$ cat src/median_defs.svh
// running median filter constants
// sample width, window length and the pad value used at reset
`ifndef MEDIAN_DEFS_SVH
`define MEDIAN_DEFS_SVH

// sample width in bits
`define MF_DATA_W 8

// default window length, any odd value of at least 3
`define MF_WIN_LEN 9

// reset fill of the chain and history
// inserting and deleting this same value leaves the chain untouched
`define MF_PAD_VALUE {`MF_DATA_W{1'b1}}

`endif

$ cat src/median_pkg.sv
// running median filter package
// sample type plus the enums shared by the sorter cells and the history
`include "median_defs.svh"

package median_pkg;

  // one unsigned sample
  typedef logic [`MF_DATA_W-1:0] pixel_t;

  // what a sort cell loads on the next edge
  typedef enum logic [1:0] {
    HOLD      = 2'd0,
    TAKE_PREV = 2'd1,
    TAKE_NEXT = 2'd2,
    TAKE_INS  = 2'd3
  } cell_move_t;

  // window fill tracking
  // FULL once a whole window of samples has been accepted
  typedef enum logic {
    FILLING = 1'b0,
    FULL    = 1'b1
  } fill_state_t;

endpackage

$ cat src/median_filter.sv
// running median filter top level
// history and sorter update on each accept, median registered one cycle later
`timescale 1ns/100ps
`include "median_defs.svh"

module median_filter (
  input  logic               clk,
  input  logic               RST,
  input  median_pkg::pixel_t din,
  input  logic               in_en,
  output median_pkg::pixel_t dout,
  output logic               out_valid
);

  median_pkg::pixel_t      old_sample;
  median_pkg::pixel_t      median;
  median_pkg::fill_state_t fill_state;
  logic                    accept_q;

  sample_history #(
    .WIN_LEN (`MF_WIN_LEN)
  ) u_history (
    .clk        (clk),
    .RST        (RST),
    .in_en      (in_en),
    .din        (din),
    .old_sample (old_sample),
    .fill_state (fill_state)
  );

  // departing sample is deleted in the same edge the new one goes in
  median_sorter #(
    .WIN_LEN (`MF_WIN_LEN)
  ) u_sorter (
    .clk    (clk),
    .RST    (RST),
    .in_en  (in_en),
    .ins    (din),
    .del    (old_sample),
    .median (median)
  );

  // an accept flag that lines up with the settled chain
  always_ff @(posedge clk or posedge RST) begin
    if (RST) begin
      accept_q <= 1'b0;
    end else begin
      accept_q <= in_en;
    end
  end

  // output register, one pulse per accept once the window is full
  always_ff @(posedge clk or posedge RST) begin
    if (RST) begin
      out_valid <= 1'b0;
      dout      <= '0;
    end else begin
      out_valid <= accept_q && (fill_state == median_pkg::FULL);
      if (accept_q && fill_state == median_pkg::FULL) begin
        dout <= median;
      end
    end
  end

endmodule

$ cat src/median_sorter.sv
// sorted chain of compare cells for the running median
// one insert and one delete per accepted sample, middle cell is the median
`timescale 1ns/100ps
`include "median_defs.svh"

module median_sorter #(
  parameter int WIN_LEN = `MF_WIN_LEN
) (
  input  logic               clk,
  input  logic               RST,
  input  logic               in_en,
  input  median_pkg::pixel_t ins,
  input  median_pkg::pixel_t del,
  output median_pkg::pixel_t median
);

  localparam int MID = WIN_LEN / 2;

  // the middle tap only exists for an odd window
  if (WIN_LEN < 3 || (WIN_LEN % 2) == 0) begin : g_bad_len
    $error("median_sorter needs an odd WIN_LEN of at least 3");
  end

  median_pkg::pixel_t ins_eff;
  median_pkg::pixel_t del_eff;
  median_pkg::pixel_t cell_value [WIN_LEN];

  // idle cycles present pad for both, so every cell picks HOLD
  assign ins_eff = in_en ? ins : median_pkg::pixel_t'(`MF_PAD_VALUE);
  assign del_eff = in_en ? del : median_pkg::pixel_t'(`MF_PAD_VALUE);

  // chain in ascending order, index 0 is the smallest entry
  for (genvar i = 0; i < WIN_LEN; i++) begin : g_cell
    median_pkg::pixel_t prev_val;
    median_pkg::pixel_t next_val;

    // bottom cell sees zero below it
    if (i == 0) begin : g_bottom
      assign prev_val = '0;
    end else begin : g_prev
      assign prev_val = cell_value[i-1];
    end

    // top cell sees the pad value above it
    if (i == WIN_LEN - 1) begin : g_top
      assign next_val = `MF_PAD_VALUE;
    end else begin : g_next
      assign next_val = cell_value[i+1];
    end

    sort_cell u_cell (
      .clk   (clk),
      .RST   (RST),
      .ins   (ins_eff),
      .del   (del_eff),
      .prev  (prev_val),
      .next  (next_val),
      .value (cell_value[i])
    );
  end

  // median straight off the middle cell
  assign median = cell_value[MID];

endmodule

$ cat src/sample_history.sv
// sample history for the running median
// delay line returning the sample that leaves the window, plus fill tracking
`timescale 1ns/100ps
`include "median_defs.svh"

module sample_history #(
  parameter int WIN_LEN = `MF_WIN_LEN
) (
  input  logic                    clk,
  input  logic                    RST,
  input  logic                    in_en,
  input  median_pkg::pixel_t      din,
  output median_pkg::pixel_t      old_sample,
  output median_pkg::fill_state_t fill_state
);

  localparam int CNT_W = $clog2(WIN_LEN + 1);

  median_pkg::pixel_t hist [WIN_LEN];
  logic [CNT_W-1:0]   fill_cnt;

  // newest at index 0, oldest at the far end
  always_ff @(posedge clk or posedge RST) begin
    if (RST) begin
      for (int i = 0; i < WIN_LEN; i++) begin
        hist[i] <= `MF_PAD_VALUE;
      end
    end else if (in_en) begin
      hist[0] <= din;
      for (int i = 1; i < WIN_LEN; i++) begin
        hist[i] <= hist[i-1];
      end
    end
  end

  // the entry pushed out by this accept
  assign old_sample = hist[WIN_LEN-1];

  // count accepts until the window is full, then stop
  always_ff @(posedge clk or posedge RST) begin
    if (RST) begin
      fill_cnt   <= '0;
      fill_state <= median_pkg::FILLING;
    end else if (in_en && fill_state == median_pkg::FILLING) begin
      fill_cnt <= fill_cnt + 1'b1;
      // this accept brings in sample number WIN_LEN
      if (fill_cnt == CNT_W'(WIN_LEN - 1)) begin
        fill_state <= median_pkg::FULL;
      end
    end
  end

endmodule

$ cat src/sort_cell.sv
// one cell of the ascending median chain
// applies the insert/delete compare rule against its two neighbours
`timescale 1ns/100ps
`include "median_defs.svh"

module sort_cell (
  input  logic               clk,
  input  logic               RST,
  input  median_pkg::pixel_t ins,
  input  median_pkg::pixel_t del,
  input  median_pkg::pixel_t prev,
  input  median_pkg::pixel_t next,
  output median_pkg::pixel_t value
);

  median_pkg::cell_move_t move;
  median_pkg::pixel_t     value_nxt;

  // decide the move for this cycle
  always_comb begin
    move = median_pkg::HOLD;
    if (ins < del) begin
      // entries in (ins, del] slide up by one place
      if (value > ins && value <= del) begin
        if (prev > ins) begin
          move = median_pkg::TAKE_PREV;
        end else begin
          move = median_pkg::TAKE_INS;
        end
      end
    end else if (ins > del) begin
      // mirror case, entries in [del, ins) slide down
      if (value < ins && value >= del) begin
        if (next < ins) begin
          move = median_pkg::TAKE_NEXT;
        end else begin
          move = median_pkg::TAKE_INS;
        end
      end
    end
    // equal ins and del keeps the chain as it is
  end

  always_comb begin
    case (move)
      median_pkg::TAKE_PREV: value_nxt = prev;
      median_pkg::TAKE_NEXT: value_nxt = next;
      median_pkg::TAKE_INS:  value_nxt = ins;
      default:               value_nxt = value;
    endcase
  end

  always_ff @(posedge clk or posedge RST) begin
    if (RST) begin
      value <= `MF_PAD_VALUE;
    end else begin
      value <= value_nxt;
    end
  end

endmodule

$ cat config.mk
export PLATFORM = sky130hd
export DESIGN_NAME = median_filter
export DESIGN_NICKNAME = d
export VERILOG_FILES = /design/src/median_pkg.sv /design/src/median_filter.sv /design/src/median_sorter.sv /design/src/sample_history.sv /design/src/sort_cell.sv
export VERILOG_INCLUDE_DIRS = /design/src
export SDC_FILE = /design/constraint.sdc
export NUM_CORES = 1
export LEC_CHECK = 0
export ABC_AREA = 1
export ABC_CLOCK_PERIOD_IN_PS = 7200
export BUFFER_PORTS_ARGS = -buffer_cell sky130_fd_sc_hd__buf_2
export CAP_MARGIN = 30
export CORE_UTILIZATION = 65
export CTS_CLUSTER_DIAMETER = 200
export DETAILED_ROUTE_END_ITERATION = 6
export PLACE_DENSITY_LB_ADDON = 0.1
export SYNTH_ARGS = -nofsm -noshare
export SYNTH_HDL_FRONTEND = slang
export SYNTH_SLANG_ARGS = --single-unit
$ cat constraint.sdc
create_clock -name clk -period 7.2 [get_ports clk]
set_clock_uncertainty 0.05 [all_clocks]
set_input_delay 1.44 -clock clk [delete_from_list [all_inputs] [get_ports clk]]
set_output_delay 1.44 -clock clk [all_outputs]
set_load 0.03 [all_outputs]
# --- Yosys cells after proc, flatten, opt, wreduce, memory -nomap -nowiden ---
# Cells that the tools add are included.
totals:
  ff_bits: 159
  in_bits: 11
  elab_cells: 188
classes:
  add_sub_neg: 1
  n_lt_le_gt_ge: 40
  eq_ne: 28
  n_mux: 65
  n_bitwise: 1
  n_reduce_logical: 30
op_table:
  columns: ["op", "count"]
  rows:
  - ["case mux 8 bit (3 select lines)", 9]
  - ["2-to-1 mux 2 bit", 45]
  - ["> comparator 8 bit", 10]
  - ["less-than comparator 8 bit", 10]
  - ["greater-or-equal comparator 8 bit", 9]
  - ["<= comparator 8 bit", 9]
  - ["equality test 2 bit (second input constant)", 18]
  - ["nonzero test 3 bit", 9]
  - ["logical AND 1 bit", 20]
  - ["equality test 2 x 1 -> 1 bit (second input constant)", 9]
  - ["2-to-1 mux 8 bit", 2]
  - ["2-to-1 mux 1 bit", 9]
  - ["> comparator 1 x 8 -> 1 bit (first input constant)", 1]
  - ["less-than comparator 8 bit (first input constant)", 1]
  - ["adder 4 x 1 -> 4 bit (second input constant)", 1]
  - ["equality test 4 bit (second input constant)", 1]
  - ["AND reduction 2 bit", 1]
  - ["inverter 1 bit", 1]

# --- Longest topological paths before layout ---
depth:
  depth_word: 8
  mapped_depth: 22
  mapped_depth_nobuf: 19

# --- Cells and area by module ---
# From an unflattened synthesis, not the netlist that was laid out.
unflattened:
  hier_cells: 2563
  area_unflattened_um2: 19234.7
by_module_without_submodules:
  columns: ["mod", "instances", "cells_per_inst", "area_each_um2", "seq_area_each_um2"]
  rows:
  - ["sort_cell", 9, 242, 1721.7, 210.2]
  - ["sample_history", 1, 310, 3173.0, 2016.9]
  - ["median_filter", 1, 39, 400.4, 250.2]
  - ["median_sorter", 1, 36, 166.4, 0.0]

# --- Worst setup path after synthesis ---
# Ideal clock, no wire load.
synth_path:
  path_type: "input-to-reg"
  startpoint: "input port in_en"
  endpoint: "register u_sorter.g_cell[6].u_cell.value[0]"
  arrival_ns: 4.117
  required_time_ns: 7.078
  setup_slack_ns: 2.961
  cell_stages: 19
  path_cell_list: "inv_2 clkbuf_1 nor2_1 clkinv_1 ha_1 nand3_1 nand2_1 inv_1 nand2_1 nand2_2 nand2_4 buf_8 nor2_4 nand2_4 buf_2 o211ai_1 nand3_1 nand2_1 inv_1"
synth_between:
  elab_chain_len: 8
  elab_cells_between_ends: 23
  cone_classes: "8 x order compare; 3 x eq/ne; 9 x mux; 3 x reduce/logical"
synth_lines:
  columns: ["element", "line", "rtl"]
  rows:
  - ["from (decl)", "median_filter.sv:10", "input logic in_en,"]
  - ["2-to-1 mux 8 bit (on tied branches)", "median_sorter.sv:29, median_sorter.sv:30", null]
  - ["less-than comparator 8 bit (tied with other cells)", "sort_cell.sv:34", "if (next < ins) begin"]
  - ["2-to-1 mux 1 bit / logical AND 1 bit (equally long branches)", "sort_cell.sv:34, sort_cell.sv:33", null]
  - ["2-to-1 mux 2 bit", "sort_cell.sv:33", "if (value < ins && value >= del) begin"]
  - ["2-to-1 mux 2 bit", "sort_cell.sv:31", "end else if (ins > del) begin"]
  - ["2-to-1 mux 2 bit", "sort_cell.sv:22", "if (ins < del) begin"]
  - ["equality test 2 bit / equality test 2 x 1 -> 1 bit (equally long branches)", "sort_cell.sv:45", "case (move)"]
  - ["case mux 8 bit (3 select lines) / nonzero test 3 bit (equally long branches)", null, null]
  - ["to (signal assigned)", "sort_cell.sv:55", "value <= `MF_PAD_VALUE;"]
  - ["to (signal assigned)", "sort_cell.sv:57", "value <= value_nxt;"]
  - ["to (decl)", "sort_cell.sv:13", "output median_pkg::pixel_t value"]
# Parallel ways exist; a longest one is shown, timed or not.
# A chain may end at the register's enable or synchronous reset.

# --- Worst setup path after layout ---
layout_path:
  startpoint: "input port in_en"
  endpoint: "register u_sorter.g_cell[6].u_cell.value[7]"
# The elaborated chain is that of the path after synthesis.

==> metrics <==
Clock Latency Late Sink=450 ps; Net count, final=1,774; WS Path Type=in -> reg; DRT iter0 DRCs=1,254; post-synthesis xor/xnor area fraction=0.00217; Seq cells post-synth=159; main combinational cell family by area after synthesis=simple AND/OR/NAND/NOR gates; CTS tree=built; vias per cell=6.07; Seq/Total Area, Yosys=0.344; most frequent cell on the critical path=nand2_1; Slew Viols, Final=0; LEAKAGE=6.46 nW; Max Cap Violations=0; outcome=complete, but fails checks; DRT Pass-1 Iters=7; Finished Core Util=0.721; failing checks=design-rule violations; Final Hold Vio Count=0; RR Startpoint=u_history.old_sample[1]; die area=0.0192 sq mm; Post-Syn Area per Cell=7.50 sq um; Routed WL=35.2 mm; Layout Cells excl Fill=1,869; Post-synth ARST share=1.00; Post-Synth Adder-Cell Area=0.141; I/O pin total=20; synth unique cells=46; vias post-DR=11,400; CP max FO=45; top cells by count, synth=nand2_1, nand3_1, dfstp_2; min-delay worst type=reg -> reg; Die X=138 um; remaining global-route overflow=0; dpl ws=1940 ps; post-synth top area share=0.313; worst setup path start=in_en; Synth Area in Compound Gates=0.0805; Least-Margin Pin Slew=732 ps; number of flops mapped to enable cells by yosys=0; IO buf count=19; RSZ-0062 raised after global routing=no; largest net degree at the start of global routing=94; Initial Utilization=0.669; cts hold-fix bufs=0; mux cell area share after synthesis=0; CP peak stage delay=540 ps; VDD IR max=0.271 mV; # rows=49; Synth Instances=1,613; number of global-route vias before repair=10,600; post-route ant nets=0; R2R depth=18; final setup fails=0; most numerous cell in the Yosys netlist=nand2_1; Post-CTS Resized=0; initial antenna violation count=0; synth top area cells=dfstp_2, nand2_1, ha_1; Layout area overhead=7.80%; synth warn=0; core area=0.0181 sq mm; HPWL after detailed placement=23.5 mm; # H-tree levels=4; setup TNS=0 ps; Final WS setup=2250 ps; CP max stage cell=clkinv_1; endpoint class of the critical path=flip-flop; Max Fclk=0.202 GHz; Synth Area in Simple Gates=0.360; post-CTS setup buffers=0; Worst-path clk slew=80 ps; clock tree buffer depth=2; post-DR wirelength/cell=18.8 um; first-pass GRT wire length=56.5 mm; crit-path cells=buf_4 > inv_2 > nor2_1 > buf_4 > clkinv_1 > ha_1 > nand2_1 > nand2_1 > nand4_1 > nand2_1 > nand2_2 > nand2_4 > nand2_8 > inv_4 > nand3_1 > nand2_1 > nand3_1 > nand3_1 > nand2_1 > inv_1; Tmin final=4950 ps; hold_sp=u_history.hist[48]; share of cells above drive strength 1=0.176; Post-Syn Area=0.0121 sq mm; Startpoint Class=primary input; routability cong.=0.962; Yosys top cell by area=dfstp_2; GRT Total Usage=0.382; clock sink count=159; Slew HR=0.512; Placed Cells=1,835; height of the die=138 um; Crit path required time=7530 ps; n_diodes=0; syn nets=1,760; main flop type after synthesis=dfstp_2; residual DRC count=8; CTS root buf=clkbuf_16; period utilization=0.687; pwr dens=445 mW/mm^2; hold depth=2; Arr. time, crit path=5280 ps; total CTS buffers=17
## worst paths after layout
path / end / slack, ps
min in group asynchronous: u_history.fill_cnt[3] / 1110
hold / removal: u_history.hist[40] / 410
hold reg to reg: u_history.hist[40] / 410
setup / recovery: u_sorter.g_cell[6].u_cell.value[7] / 2250
setup reg to reg: u_sorter.g_cell[6].u_cell.value[7] / 3850
max in group asynchronous: u_sorter.g_cell[1].u_cell.value[2] / 4850
## report_power, final
part,internal (mW),total [mW],switching (mW)
combinational,1.03,2.98,1.95
sequential,1.43,1.86,0.429
clock,0.487,0.969,0.482
total,2.94,5.81,2.86
## cell families (layout without fill, tap and decap cells)
family | count (synthesis) | in the layout
and+or+nand+nor | 948 | 948
buffers and inverters | 205 | 232
AOI/OAI and AO/OA | 162 | 162
DFF | 159 | 159
adders and majority gates | 136 | 136
xor gates and xnor gates | 3 | 3
## layer usage
| layer | vias up | share of wire | global-route usage |
|---|---|---|---|
| met1 | 5206 | 0.42 | 0.519 |
| met2 | 578 | 0.43 | 0.573 |
| li1 | 5424 | - | - |
| met5 | - | 0 | 0 |
| met3 | 142 | 0.096 | 0.0700 |
| met4 | 0 | 0.057 | 0.222 |
## metrics by stage
| step | power [mW] | hold slack (ps) | instance area, sq um |
|---|---|---|---|
| 2_1_floorplan | 4.03 | 389 | 12100 |
| 3_3_place_gp | 4.65 | 400 | 12300 |
| 3_5_place_dp | 4.72 | 403 | 12300 |
| 4_1_cts | 5.74 | 412 | 13000 |
| 5_1_grt | 6.27 | 423 | 13000 |
| 6_report | 5.81 | 411 | 13000 |
## registers in the layout (all words and copies together), names as in the netlist
signal                        flops
u_history.fill_state              1
u_history.old_sample              8
accept_q                          1
out_valid                         1
u_sorter.g_cell.u_cell.value     72
u_history.hist                   64
u_history.fill_cnt                4
dout                              8
## cells in the final DEF (no fill, tap or decap), drive strengths merged
| cell type | count |
|---|---|
| a211oi | 8 |
| a21boi | 1 |
| a21o | 2 |
| a21oi | 69 |
| a41o | 1 |
| and2 | 1 |
| buf | 37 |
| clkbuf | 17 |
| clkinv | 20 |
| dfrtp | 15 |
| dfstp | 144 |
| ha | 136 |
| inv | 158 |
| nand2 | 506 |
| nand3 | 202 |
| nand3b | 2 |
| nand4 | 61 |
| nor2 | 145 |
| nor3 | 25 |
| nor4 | 1 |
| o211ai | 26 |
| o21a | 8 |
| o21ai | 38 |
| o21bai | 9 |
| or2 | 5 |
| xnor2 | 1 |
| xor2 | 2 |
## critical path, delay by kind of cell
family | cells | cell delay [ps]
buffers and inverters | 6 | 1390
adders and majority gates | 1 | 530
and+or+nand+nor | 13 | 1870
## layout make-up
type,count,area [sq um]
clock buffers,17,425
clock inverters,15,216
fillers,1462,5050
inverters,163,622
multi-input cells,1249,7060
flip-flops and latches,159,4160
well taps,229,287
repair buffers,37,273
No activity file was read; power rests on OpenSTA's default activity.
